**src/verilog/uart_tx_config.svh**
```systemverilog
`ifndef UART_TX_CONFIG_SVH
`define UART_TX_CONFIG_SVH

// System clock in Hz
`define UART_CLK_HZ 50000000

// Idle mark, start, seven data bits, bit 9 and bit 10
`define UART_FRAME_BITS 11

// Rounded clock cycles per bit for each baud code
`define UART_BAUD_CNT_0  166667
`define UART_BAUD_CNT_1  41667
`define UART_BAUD_CNT_2  20833
`define UART_BAUD_CNT_3  10417
`define UART_BAUD_CNT_4  5208
`define UART_BAUD_CNT_5  2604
`define UART_BAUD_CNT_6  1302
`define UART_BAUD_CNT_7  868
`define UART_BAUD_CNT_8  434
`define UART_BAUD_CNT_9  217
`define UART_BAUD_CNT_10 109
`define UART_BAUD_CNT_11 54

`endif
```
**src/verilog/uart_ctrl_pkg.sv**
```systemverilog
package uart_ctrl_pkg;

  //**************************************************************************
  // Sequencing types
  //**************************************************************************

  // Transmit control FSM
  typedef enum logic [1:0] {
    tx_idle,
    tx_start,
    tx_send
  } tx_state_t;

  // Selects a row of the baud table
  typedef logic [3:0] baud_code_t;

  // Wide enough for the slowest rate (166667 cycles)
  typedef logic [17:0] bit_time_t;

  // Counts up to the eleven bits of a frame
  typedef logic [3:0] bit_index_t;

endpackage

```
**src/verilog/uart_frame_pkg.sv**
```systemverilog
package uart_frame_pkg;

  //**************************************************************************
  // Frame contents
  //**************************************************************************

  // Byte as handed over by the host
  typedef logic [7:0] byte_t;

  // Serial frame with bit 0 leaving the engine first
  // [0]    idle mark
  // [1]    start bit
  // [8:2]  data bits 0 to 6
  // [9]    data bit 7, parity or stop
  // [10]   parity or stop
  typedef logic [10:0] frame_t;

endpackage

```
**src/verilog/bit_counter.sv**
```systemverilog
`timescale 1ns/1ps
`include "uart_tx_config.svh"

module bit_counter (
  input  logic clk,
  input  logic rst,
  input  logic busy,
  input  logic start_frame,
  input  logic btu,
  output logic frame_done
);

  uart_ctrl_pkg::bit_index_t bit_count;

  // Eleventh bit time closes the frame
  assign frame_done = btu &&
                      (bit_count == uart_ctrl_pkg::bit_index_t'(`UART_FRAME_BITS - 1));

  //**************************************************************************
  // Bit counter
  //**************************************************************************
  always_ff @(posedge clk or posedge rst) begin
    if (rst) begin
      bit_count <= '0;
    end else if (start_frame || !busy) begin
      bit_count <= '0;
    end else if (btu) begin
      if (frame_done) begin
        bit_count <= '0;
      end else begin
        bit_count <= bit_count + 4'd1;
      end
    end
  end

endmodule

```
**src/verilog/bit_time_counter.sv**
```systemverilog
`timescale 1ns/1ps
`include "uart_tx_config.svh"

module bit_time_counter (
  input  logic                      clk,
  input  logic                      rst,
  input  logic                      busy,
  input  logic                      start_frame,
  input  uart_ctrl_pkg::baud_code_t baud,
  output logic                      btu
);

  uart_ctrl_pkg::bit_time_t bit_cycles;
  uart_ctrl_pkg::bit_time_t count;

  // Baud table where codes above 11 use the fastest rate
  always_comb begin
    case (baud)
      4'd0:    bit_cycles = uart_ctrl_pkg::bit_time_t'(`UART_BAUD_CNT_0);
      4'd1:    bit_cycles = uart_ctrl_pkg::bit_time_t'(`UART_BAUD_CNT_1);
      4'd2:    bit_cycles = uart_ctrl_pkg::bit_time_t'(`UART_BAUD_CNT_2);
      4'd3:    bit_cycles = uart_ctrl_pkg::bit_time_t'(`UART_BAUD_CNT_3);
      4'd4:    bit_cycles = uart_ctrl_pkg::bit_time_t'(`UART_BAUD_CNT_4);
      4'd5:    bit_cycles = uart_ctrl_pkg::bit_time_t'(`UART_BAUD_CNT_5);
      4'd6:    bit_cycles = uart_ctrl_pkg::bit_time_t'(`UART_BAUD_CNT_6);
      4'd7:    bit_cycles = uart_ctrl_pkg::bit_time_t'(`UART_BAUD_CNT_7);
      4'd8:    bit_cycles = uart_ctrl_pkg::bit_time_t'(`UART_BAUD_CNT_8);
      4'd9:    bit_cycles = uart_ctrl_pkg::bit_time_t'(`UART_BAUD_CNT_9);
      4'd10:   bit_cycles = uart_ctrl_pkg::bit_time_t'(`UART_BAUD_CNT_10);
      default: bit_cycles = uart_ctrl_pkg::bit_time_t'(`UART_BAUD_CNT_11);
    endcase
  end

  // One pulse at the end of every bit time
  assign btu = busy && (count == bit_cycles - 18'd1);

  always_ff @(posedge clk or posedge rst) begin
    if (rst) begin
      count <= '0;
    end else if (start_frame || !busy) begin
      count <= '0;
    end else if (btu) begin
      count <= '0;
    end else begin
      count <= count + 18'd1;
    end
  end

endmodule

```
**src/verilog/tx_control.sv**
```systemverilog
`timescale 1ns/1ps

module tx_control (
  input  logic clk,
  input  logic rst,
  input  logic load,
  input  logic frame_done,
  output logic capture,
  output logic start_frame,
  output logic busy,
  output logic txrdy
);

  uart_ctrl_pkg::tx_state_t state;
  uart_ctrl_pkg::tx_state_t state_next;
  logic                     accept;

  // Host may only load while the engine reports ready
  assign accept = txrdy && load && (state == uart_ctrl_pkg::tx_idle);

  //**************************************************************************
  // Next state
  //**************************************************************************
  always_comb begin
    state_next = state;
    case (state)
      uart_ctrl_pkg::tx_idle: begin
        // Byte was captured last cycle
        if (capture) begin
          state_next = uart_ctrl_pkg::tx_start;
        end
      end
      uart_ctrl_pkg::tx_start: begin
        state_next = uart_ctrl_pkg::tx_send;
      end
      uart_ctrl_pkg::tx_send: begin
        if (frame_done) begin
          state_next = uart_ctrl_pkg::tx_idle;
        end
      end
      default: begin
        state_next = uart_ctrl_pkg::tx_idle;
      end
    endcase
  end

  //**************************************************************************
  // State and registered outputs
  //**************************************************************************
  always_ff @(posedge clk or posedge rst) begin
    if (rst) begin
      state       <= uart_ctrl_pkg::tx_idle;
      capture     <= 1'b0;
      start_frame <= 1'b0;
      busy        <= 1'b0;
      txrdy       <= 1'b1;
    end else begin
      state       <= state_next;
      capture     <= accept;
      // Frame starts the cycle after the byte register is loaded
      start_frame <= (state == uart_ctrl_pkg::tx_idle) && capture;
      busy        <= (state_next == uart_ctrl_pkg::tx_send);
      if (accept) begin
        txrdy <= 1'b0;
      end else if ((state == uart_ctrl_pkg::tx_send) && frame_done) begin
        txrdy <= 1'b1;
      end
    end
  end

endmodule

```
**src/verilog/tx_frame_builder.sv**
```systemverilog
`timescale 1ns/1ps

module tx_frame_builder (
  input  logic                  clk,
  input  logic                  rst,
  input  logic                  capture,
  input  uart_frame_pkg::byte_t data_in,
  input  logic                  eight,
  input  logic                  p_en,
  input  logic                  ohel,
  output uart_frame_pkg::frame_t frame
);

  uart_frame_pkg::byte_t data_q;
  uart_frame_pkg::byte_t data_used;
  logic                  parity;
  logic                  bit9;
  logic                  bit10;

  // Byte held for the whole frame
  always_ff @(posedge clk or posedge rst) begin
    if (rst) begin
      data_q <= '0;
    end else if (capture) begin
      data_q <= data_in;
    end
  end

  //**************************************************************************
  // Parity and upper frame bits
  //**************************************************************************

  // Bit 7 only counts in eight bit mode
  assign data_used = eight ? data_q : {1'b0, data_q[6:0]};

  // Even parity that ohel turns odd
  assign parity = (^data_used) ^ ohel;

  always_comb begin
    if (eight) begin
      bit9  = data_q[7];
      bit10 = p_en ? parity : 1'b1;
    end else begin
      bit9  = p_en ? parity : 1'b1;
      // Second stop bit
      bit10 = 1'b1;
    end
  end

  // Mark, start, data 0..6, bit 9, bit 10
  assign frame = {bit10, bit9, data_q[6:0], 1'b0, 1'b1};

endmodule

```
**src/verilog/tx_shift_register.sv**
```systemverilog
`timescale 1ns/1ps
`include "uart_tx_config.svh"

module tx_shift_register (
  input  logic                   clk,
  input  logic                   rst,
  input  logic                   start_frame,
  input  logic                   btu,
  input  uart_frame_pkg::frame_t frame,
  output logic                   tx
);

  uart_frame_pkg::frame_t shift_q;

  // All ones keeps the line at mark between frames
  always_ff @(posedge clk or posedge rst) begin
    if (rst) begin
      shift_q <= '1;
    end else if (start_frame) begin
      shift_q <= frame;
    end else if (btu) begin
      // LSB first with mark filling from the top
      shift_q <= {1'b1, shift_q[`UART_FRAME_BITS-1:1]};
    end
  end

  assign tx = shift_q[0];

endmodule

```
**src/verilog/uart_tx.sv**
```systemverilog
`timescale 1ns/1ps

module uart_tx (
  input  logic                      clk,
  input  logic                      rst,
  input  logic                      load,
  input  uart_frame_pkg::byte_t     data_in,
  input  logic                      eight,
  input  logic                      p_en,
  input  logic                      ohel,
  input  uart_ctrl_pkg::baud_code_t baud,
  output logic                      txrdy,
  output logic                      tx
);

  logic                   capture;
  logic                   start_frame;
  logic                   busy;
  logic                   btu;
  logic                   frame_done;
  uart_frame_pkg::frame_t frame;

  //**************************************************************************
  // Sequencing
  //**************************************************************************
  tx_control tx_control_i (
    .clk         (clk),
    .rst         (rst),
    .load        (load),
    .frame_done  (frame_done),
    .capture     (capture),
    .start_frame (start_frame),
    .busy        (busy),
    .txrdy       (txrdy)
  );

  // Bit time from the baud table
  bit_time_counter bit_time_counter_i (
    .clk         (clk),
    .rst         (rst),
    .busy        (busy),
    .start_frame (start_frame),
    .baud        (baud),
    .btu         (btu)
  );

  // Ends the frame after eleven bit times
  bit_counter bit_counter_i (
    .clk         (clk),
    .rst         (rst),
    .busy        (busy),
    .start_frame (start_frame),
    .btu         (btu),
    .frame_done  (frame_done)
  );

  //**************************************************************************
  // Datapath
  //**************************************************************************
  tx_frame_builder tx_frame_builder_i (
    .clk     (clk),
    .rst     (rst),
    .capture (capture),
    .data_in (data_in),
    .eight   (eight),
    .p_en    (p_en),
    .ohel    (ohel),
    .frame   (frame)
  );

  // Serial line driver
  tx_shift_register tx_shift_register_i (
    .clk         (clk),
    .rst         (rst),
    .start_frame (start_frame),
    .btu         (btu),
    .frame       (frame),
    .tx          (tx)
  );

endmodule

```
**config.mk**
```make
export PLATFORM = sky130hd
export DESIGN_NAME = uart_tx
export DESIGN_NICKNAME = d
export VERILOG_FILES = /design/src/verilog/uart_ctrl_pkg.sv /design/src/verilog/uart_frame_pkg.sv /design/src/verilog/bit_counter.sv /design/src/verilog/bit_time_counter.sv /design/src/verilog/tx_control.sv /design/src/verilog/tx_frame_builder.sv /design/src/verilog/tx_shift_register.sv /design/src/verilog/uart_tx.sv
export VERILOG_INCLUDE_DIRS = /design/src /design/src/verilog
export SDC_FILE = /design/constraint.sdc
export NUM_CORES = 1
export LEC_CHECK = 0
export ABC_AREA = 0
export BUFFER_PORTS_ARGS = -buffer_cell sky130_fd_sc_hd__clkbuf_2
export CORE_UTILIZATION = 35
export CTS_CLUSTER_SIZE = 28
export DETAILED_ROUTE_END_ITERATION = 16
export PLACE_DENSITY = 0.59
export SLEW_MARGIN = 20
export SYNTH_ARGS = -nofsm -noshare
export SYNTH_HDL_FRONTEND = slang
export SYNTH_SLANG_ARGS = --single-unit
```
**constraint.sdc**
```tcl
create_clock -name clk -period 3.3 [get_ports clk]
set_input_delay 0.495 -clock clk [delete_from_list [all_inputs] [get_ports clk]]
set_output_delay 0.495 -clock clk [all_outputs]
set_load 0.05 [all_outputs]
```
==> results of run 1 <==
-- placed cells by master, fill, tap and decap left out, types with 9 or more instances in the layout --
cell type and instances:
sky130_fd_sc_hd__dfstp_2 12, sky130_fd_sc_hd__a21oi_1 11, sky130_fd_sc_hd__nand2_1 19, sky130_fd_sc_hd__o21ai_1 9, sky130_fd_sc_hd__o21ai_0 10, sky130_fd_sc_hd__nor2_1 36
sky130_fd_sc_hd__nand2b_1 13, sky130_fd_sc_hd__clkbuf_2 19, sky130_fd_sc_hd__xor2_1 12, sky130_fd_sc_hd__xnor2_1 17, sky130_fd_sc_hd__inv_1 10, sky130_fd_sc_hd__buf_4 32
sky130_fd_sc_hd__dfrtp_1 35, sky130_fd_sc_hd__nand3_1 14
-- critical path, stage by stage --
cell	delay [ns]
sky130_fd_sc_hd__clkbuf_2	0.10
sky130_fd_sc_hd__inv_2	0.10
sky130_fd_sc_hd__ha_2	0.19
sky130_fd_sc_hd__inv_1	0.04
sky130_fd_sc_hd__a21oi_1	0.12
sky130_fd_sc_hd__o21ai_0	0.10
sky130_fd_sc_hd__ha_1	0.31
sky130_fd_sc_hd__xnor2_1	0.14
sky130_fd_sc_hd__a2111oi_0	0.30
sky130_fd_sc_hd__o21ai_1	0.17
sky130_fd_sc_hd__a2111oi_4	0.41
sky130_fd_sc_hd__o21ai_2	0.18
sky130_fd_sc_hd__or4b_1	0.53
sky130_fd_sc_hd__a21oi_1	0.15
-- what timing repair did --
item,CTS,global route
endpoints found under the hold margin,0,0
hold buffers,0,0
gates resized for setup,0,2
endpoints found under the setup margin,0,28
-- synth_stat cells, types with 2 or more instances --
library cell,instances,area (sq um)
sky130_fd_sc_hd__nor2_1,36,135
sky130_fd_sc_hd__dfrtp_1,35,876
sky130_fd_sc_hd__nand2_1,20,75.1
sky130_fd_sc_hd__xnor2_1,17,149
sky130_fd_sc_hd__nand2b_1,14,87.6
sky130_fd_sc_hd__nand3_1,14,70.1
sky130_fd_sc_hd__inv_1,13,48.8
sky130_fd_sc_hd__dfstp_2,12,315
sky130_fd_sc_hd__o21ai_0,12,60.1
sky130_fd_sc_hd__xor2_1,12,105
sky130_fd_sc_hd__a21oi_1,11,55.1
sky130_fd_sc_hd__clkbuf_1,11,41.3
sky130_fd_sc_hd__ha_1,10,125
sky130_fd_sc_hd__a41oi_1,8,70.1
sky130_fd_sc_hd__mux2_2,8,90.1
sky130_fd_sc_hd__nor2b_1,8,50.1
sky130_fd_sc_hd__o21ai_1,8,40.0
sky130_fd_sc_hd__a2bb2oi_1,7,61.3
sky130_fd_sc_hd__and3_1,7,43.8
sky130_fd_sc_hd__or3_1,6,37.5
sky130_fd_sc_hd__nor3_1,5,25.0
sky130_fd_sc_hd__o31ai_1,5,37.5
sky130_fd_sc_hd__a21o_1,4,30.0
sky130_fd_sc_hd__buf_2,4,20.0
sky130_fd_sc_hd__a31oi_1,3,18.8
sky130_fd_sc_hd__buf_6,3,33.8
sky130_fd_sc_hd__mux2i_1,3,30.0
sky130_fd_sc_hd__nor4_1,3,18.8
sky130_fd_sc_hd__o21a_1,3,22.5
sky130_fd_sc_hd__or4_1,3,22.5
sky130_fd_sc_hd__a2111oi_0,2,17.5
sky130_fd_sc_hd__a2111oi_2,2,30.0
sky130_fd_sc_hd__a221o_1,2,20.0
sky130_fd_sc_hd__and2_1,2,12.5
sky130_fd_sc_hd__nor4bb_1,2,20.0
sky130_fd_sc_hd__o21bai_1,2,15.0
sky130_fd_sc_hd__o32a_1,2,20.0
sky130_fd_sc_hd__or2_1,2,12.5
-- flip-flops by register name, summed over array words and instances (netlist names) --
name                         cells
tx_control_i.busy                1
tx_frame_builder_i.data_q        8
tx_control_i.start_frame         1
tx_control_i.txrdy               1
bit_counter_i.bit_count          4
bit_time_counter_i.count        18
tx_control_i.state               2
tx_shift_register_i.shift_q     11
tx_control_i.capture             1
-- cell families after synthesis --
group / synth area share
xor gates and xnor gates: 0.0800
and+or+nand+nor: 0.222
AOI/OAI and AO/OA: 0.193
buffers and inverters: 0.0477
adders and majority gates: 0.0394
DFF: 0.375
muxes: 0.0426
-- how the worst max path moves through the flow --
stage | start | to | slack, ns | depth (start not counted)
after floorplan | baud[0] | bit_counter_i.bit_count[0]$_DFFE_PP0P_ | 0.01 | 14
after global placement | baud[1] | bit_counter_i.bit_count[2]$_DFFE_PP0P_ | -0.1 | 13
after detailed placement | baud[0] | bit_counter_i.bit_count[2]$_DFFE_PP0P_ | -0.21 | 14
after CTS | baud[0] | bit_counter_i.bit_count[2]$_DFFE_PP0P_ | 0.10 | 14
after global routing | baud[1] | bit_time_counter_i.count[10]$_DFF_PP0_ | -0.008 | 15
final | baud[0] | bit_counter_i.bit_count[2]$_DFFE_PP0P_ | 0.19 | 14
-- per-layer routing --
metal | share of wire | up-vias | routed length [microns]
met5 | 0 | - | 0
met4 | 0.0082 | 0 | 59
met3 | 0.032 | 6 | 229
met2 | 0.46 | 43 | 3300
met1 | 0.50 | 1324 | 3620
li1 | - | 1322 | -
-- area by class of cell --
| class | count | area, sq um | share of cell area |
|---|---|---|---|
| Multi-Input combinational cell | 266 | 1870 | 0.503 |
| Clock inverter | 3 | 43.8 | 0.0118 |
| Tap cell | 108 | 135 | 0.0363 |
| Sequential cell | 47 | 1190 | 0.320 |
| Inverter | 14 | 53.8 | 0.0145 |
| Clock buffer | 5 | 68.8 | 0.0185 |
| Timing Repair Buffer | 52 | 355 | 0.0955 |
-- per-stage QoR --
step                setup WS, ns  total power, mW   util  hold WS [ns]
finish                     0.189             1.69  0.424         0.307
detailed placement        -0.211             1.26  0.410         0.460
CTS                        0.103             1.70  0.422         0.407
floorplan                 0.0149             1.11      -         0.450
global route            -0.00765             1.80  0.424         0.378
global placement         -0.0977             1.25  0.410         0.460
-- power breakdown --
part	leakage, nW	total (mW)	internal [mW]	switching [mW]
clock network	0.0581	0.421	0.226	0.196
registers	0.586	0.713	0.644	0.0693
logic	0.996	0.556	0.248	0.308
total	1.64	1.69	1.12	0.574
==> results.md, run 1 <==
* Outcome: finished clean
* Cell area after synthesis at 0.00317 sq mm
* Via-per-instance ratio at 5.44
* Required time at the worst-slack endpoint at 3.53 ns
* Area growth from synthesis to final layout at 17.2%
* Final setup fails at 0
* Count of placed standard cells in the final layout, fillers left out at 495
* DRC Markers at 0
* Overall global routing resource usage at 0.156
* Detailed-router iteration count before antenna repair at 5
* DP Cell Count at 487
* Detail Placement HPWL at 5270 microns
* Max-slew violation total from the final report at 0
* Actual slew at the worst max-slew pin at 0.815 ns
* Worst skew pair latency at 0.30 ns
* Post-detailed-placement cell area at 0.00359 sq mm
* Average wire length per cell after detail routing at 14.6 microns
* Number of buffers between clock root and the deepest sink at 2
* Synthesis Warnings at 0
* HP Class: in -> async
* Leakage power at 1.64 nW
* Number of clock sinks at 47
* Most instantiated flip-flop cell in the synthesis netlist: sky130_fd_sc_hd__dfrtp_1
* Count of input and output buffers at 19
* Peak supply drop at 0.000287 V
* Global-route wire length before repair at 12200 microns
* Final RePlAce weighted congestion at 0.846
* Min cycle time layout at 3.11 ns
* Cell count after synthesis at 346
* Power Density at 455 mW/mm^2
* Number of hold violations in the final report at 0
* Layout cells sized above 1 at 0.245
* Normalized max-slew margin at 0.456
* Max-capacitance violation count at 0
* Met2 demand-to-capacity share in global routing at 0.250
* EDFF count, synth at 0
* Routed via count at 2695
* Count of filler cells inserted in the layout at 876
* IO Count at 20
* Starting density of the core at 0.362
* Row count at 34
* CTS tree: built
* Launching element type of the critical path: input port
* Antenna violation net count after detailed routing at 0
* Met3 usage in global routing at 0.0216
* Clock root buffer: sky130_fd_sc_hd__clkbuf_8
* DRT Wirelength at 7210 microns
* Maximum fanout along the worst path at 8
* Share of flip-flops with an asynchronous set or reset at 1.00
* # nets final at 414
* CTS HTree Levels at 2
* Net count after synthesis at 374
* Clock Skew at 0.0153 ns
* Height of the chip at 97.2 microns
* Arr. time, crit path at 3.34 ns
* Path depth of the worst reg2reg path at 7
* Flip-flop and latch count after synthesis at 47
* Share of the cycle needed by the critical path after routing at 0.943
* GR peak layer: met2
* Final instance area at 0.00372 sq mm
* Flop2flop setup slack at 0.76 ns
* Endpoint class of the critical path: flop
* Via count of the first global-routing pass at 2545
* Per-instance average area after synthesis at 9.17 sq um
* Antenna diode instance count at 0
* Post-CTS Setup Inserts at 0
* Die Wd at 97.2 microns
* Clock input transition at the sequential cells of the worst setup and hold paths at 0.09 ns
* Largest net degree at the start of global routing at 48
* Upper clock frequency limit at 0.321 GHz
* Sequential area share after synthesis at 0.375
* Final total negative setup slack at 0 ns
* Distinct cell type count after synthesis at 63
* GR met1 Demand/Resource at 0.222
* Category of the critical setup timing path: in -> reg
* Capture point of the worst reg-to-reg path: bit_counter_i.bit_count[0]$_DFFE_PP0P_
* Number of antenna violations at the first check in global routing at 0
* Floorplan Core Area at 0.00876 sq mm
* CTS buffer count at 5
* Initial drt markers at 170
* Die Footprint at 0.00945 sq mm
* Final global-route overflow total at 0
* Startpoint of the worst register-to-register path: bit_time_counter_i.count[12]$_DFF_PP0_
No activity file was read; power rests on OpenSTA's default activity.
==> run 2: changes to the inputs <==
- CELL_PAD_IN_SITES_DETAIL_PLACEMENT: unset -> 0
- CELL_PAD_IN_SITES_GLOBAL_PLACEMENT: unset -> 1
- PLACE_DENSITY: 0.59 -> 0.7
- clock period: 3.3 -> 2.9 ns (I/O delays scaled with it)
==> run 2 against run 1 <==
Effect of this change:
- sequential power rose by 16%
- clock power rose by 17%
- flip-flop and latch count did not move
- sequential share of layout area fell by 1.7 points
- clock-buffer cell count did not move
- global-route usage rose by 0.70 points
- non-clock buffer count rose by 10
- die area did not move
- critical path depth fell by 3
==> results.md, run 2 (synthesized netlist as in run 1, its figures left out) <==
* Count of input and output buffers at 19
* Antenna diode instance count at 0
* Global-route wire length before repair at 12600 microns
* Startpoint of the worst register-to-register path: bit_time_counter_i.count[5]$_DFF_PP0_
* Critical Path Slowest Stage Cell: sky130_fd_sc_hd__or4b_4
* Overall global routing resource usage at 0.163
* Number of antenna violations at the first check in global routing at 0
* CTS tree: built
* Family of cells with the greatest summed delay on the critical path: simple AND/OR/NAND/NOR gates
* Height of the chip at 97.2 microns
* CTS buffer count at 5
* Count of placed standard cells in the final layout, fillers left out at 505
* Worst skew pair latency at 0.30 ns
* Most flop-heavy register: bit_time_counter_i.count
* Final-layout worst hold slack at 0.236 ns
* CTS HTree Levels at 2
* Setup WS post-layout at 0.123 ns
* Clock Skew at 0.00704 ns
* CP startpoint: baud[1]
* Critical path, cell by cell: clkbuf_16 > buf_4 > ha_1 > mux2i_1 > mux2_4 > o32a_1 > nor4b_4 > buf_4 > nand2_1 > or4b_4 > a21oi_2
* Row count at 34
* Die Wd at 97.2 microns
* Peak supply drop at 0.000306 V
* Initial drt markers at 110
* Category of the critical setup timing path: in -> reg
* Path depth of the worst reg2reg path at 8
* Area growth from synthesis to final layout at 23.8%
* Detailed-router iteration count before antenna repair at 4
* Normalized max-slew margin at 0.458
* DRT Wirelength at 7380 microns
* Number of cells on the critical path at 11
* Most frequent CP cell: sky130_fd_sc_hd__buf_4
* Final global-route overflow total at 0
* Antenna violation net count after detailed routing at 0
* DRC Markers at 0
* Die Footprint at 0.00945 sq mm
* Arr. time, crit path at 3.01 ns
* Pre-CTS WS at -0.486 ns
* Starting density of the core at 0.362
* Final setup fails at 0
* Average wire length per cell after detail routing at 14.6 microns
* Via count of the first global-routing pass at 2536
* Clock root buffer: sky130_fd_sc_hd__clkbuf_8
* Floorplan Core Area at 0.00876 sq mm
* Number of buffers between clock root and the deepest sink at 2
* Via-per-instance ratio at 5.29
* Most common library cell in the layout ignoring fill and taps: sky130_fd_sc_hd__buf_4
* Endpoint class of the critical path: flop
* Required time at the worst-slack endpoint at 3.14 ns
* Power Density at 505 mW/mm^2
* Final RePlAce weighted congestion at 0.802
* DP Cell Count at 494
* Leakage power at 1.72 nW
* Max-capacitance violation count at 0
* Unrepaired setup endpoints after global routing: true
* HP Class: in -> async
* Layout cells sized above 1 at 0.300
* Max-slew violation total from the final report at 0
* Max reg flops at 18
* IO Count at 20
* Core Util, Final at 0.448
* Number of hold violations in the final report at 0
* Actual slew at the worst max-slew pin at 0.813 ns
* Largest registers: bit_time_counter_i.count (18), tx_shift_register_i.shift_q (11), tx_frame_builder_i.data_q (8)
* Largest net degree at the start of global routing at 48
* Peak per-stage delay on the critical path at 0.48 ns
* Outcome: finished clean
* Routed via count at 2673
* Upper clock frequency limit at 0.360 GHz
* Buffering stage count on the worst path with inverters included at 3
* Launching element type of the critical path: input port
* Number of clock sinks at 47
* Detail Placement HPWL at 5400 microns
* Maximum fanout along the worst path at 14
* Clock input transition at the sequential cells of the worst setup and hold paths at 0.09 ns
* Share of the cycle needed by the critical path after routing at 0.958
* # nets final at 424
* Most used cells in the layout excluding fill and tap cells: sky130_fd_sc_hd__buf_4, sky130_fd_sc_hd__nor2_1, sky130_fd_sc_hd__dfrtp_1
* Min cycle time layout at 2.78 ns
-- run 2: changes by cell type in the layout (fill, tap and decap cells not counted), moves of 2 or more --
cell                        delta
sky130_fd_sc_hd__nor2b_2       +2
sky130_fd_sc_hd__ha_4          +2
sky130_fd_sc_hd__clkbuf_2      -2
sky130_fd_sc_hd__buf_4         +9
sky130_fd_sc_hd__a21oi_2       +3
sky130_fd_sc_hd__a21oi_1       -3
sky130_fd_sc_hd__nor2b_1       -2
sky130_fd_sc_hd__clkbuf_16     +2
-- run 2: final timing paths --
| path | to | slack, ns |
|---|---|---|
| hold reg to reg | tx_shift_register_i.shift_q[10]$_DFFE_PP1P_ | 0.48 |
| max in group asynchronous | tx_control_i.state[0]$_DFF_PP0_ | 2.18 |
| setup reg to reg | bit_counter_i.bit_count[2]$_DFFE_PP0P_ | 0.43 |
| setup / recovery | bit_counter_i.bit_count[2]$_DFFE_PP0P_ | 0.12 |
| hold / removal | bit_time_counter_i.count[14]$_DFF_PP0_ | 0.24 |
| min in group clk | tx_frame_builder_i.data_q[1]$_DFFE_PP0P_ | 0.36 |
-- run 2: worst reg2reg max path, stage by stage (launching register included) --
cell and delay (ns):
sky130_fd_sc_hd__dfrtp_1 0.47, sky130_fd_sc_hd__buf_4 0.19, sky130_fd_sc_hd__o31ai_1 0.22, sky130_fd_sc_hd__nand4_1 0.19, sky130_fd_sc_hd__a2111oi_4 0.40, sky130_fd_sc_hd__o21ai_2 0.11
sky130_fd_sc_hd__buf_4 0.17, sky130_fd_sc_hd__or4b_4 0.53, sky130_fd_sc_hd__a21oi_2 0.12
-- run 2: through the flow --
step           power (mW)  TNS (ns)  area (sq um)
2_1_floorplan        1.27     -3.48          3270
3_3_place_gp         1.45     -9.58          3660
3_5_place_dp         1.46    -10.65          3660
4_1_cts              1.99   -0.0169          3870
5_1_grt              2.12  -0.00602          3930
6_report             1.98         0          3930
-- run 2: timing repair --
action / 4_1_cts / 5_1_grt
endpoints found under the setup margin: 6 / 36
setup buffers: 2 / 0
resized for setup: 13 / 11
hold buffers: 0 / 0
pin swaps: 4 / 2
gates cloned: 1 / 0
-- run 2: report_power, final --
group	leakage [nW]	internal, mW	total, mW	switching (mW)
clock	0.0587	0.261	0.494	0.233
sequential	0.586	0.732	0.830	0.0972
combinational	1.08	0.313	0.661	0.348
-- run 2: per-layer routing --
layer  up-vias  track usage  part of all wire
met5         -            0                 0
met4         0       0.0407             0.010
met3         6       0.0194             0.033
met2        38        0.242              0.43
met1      1282        0.249              0.52
li1       1347            -                 -
-- run 2: layout make-up --
type                       instances  area [sq um]
clock buffer                       5          68.8
clock inverter                     3          47.5
fill                             853          4830
inverter                          14          63.8
multi-input combinational        266          1950
sequential                        47          1190
tap                              108           135
timing repair buffer              62           474
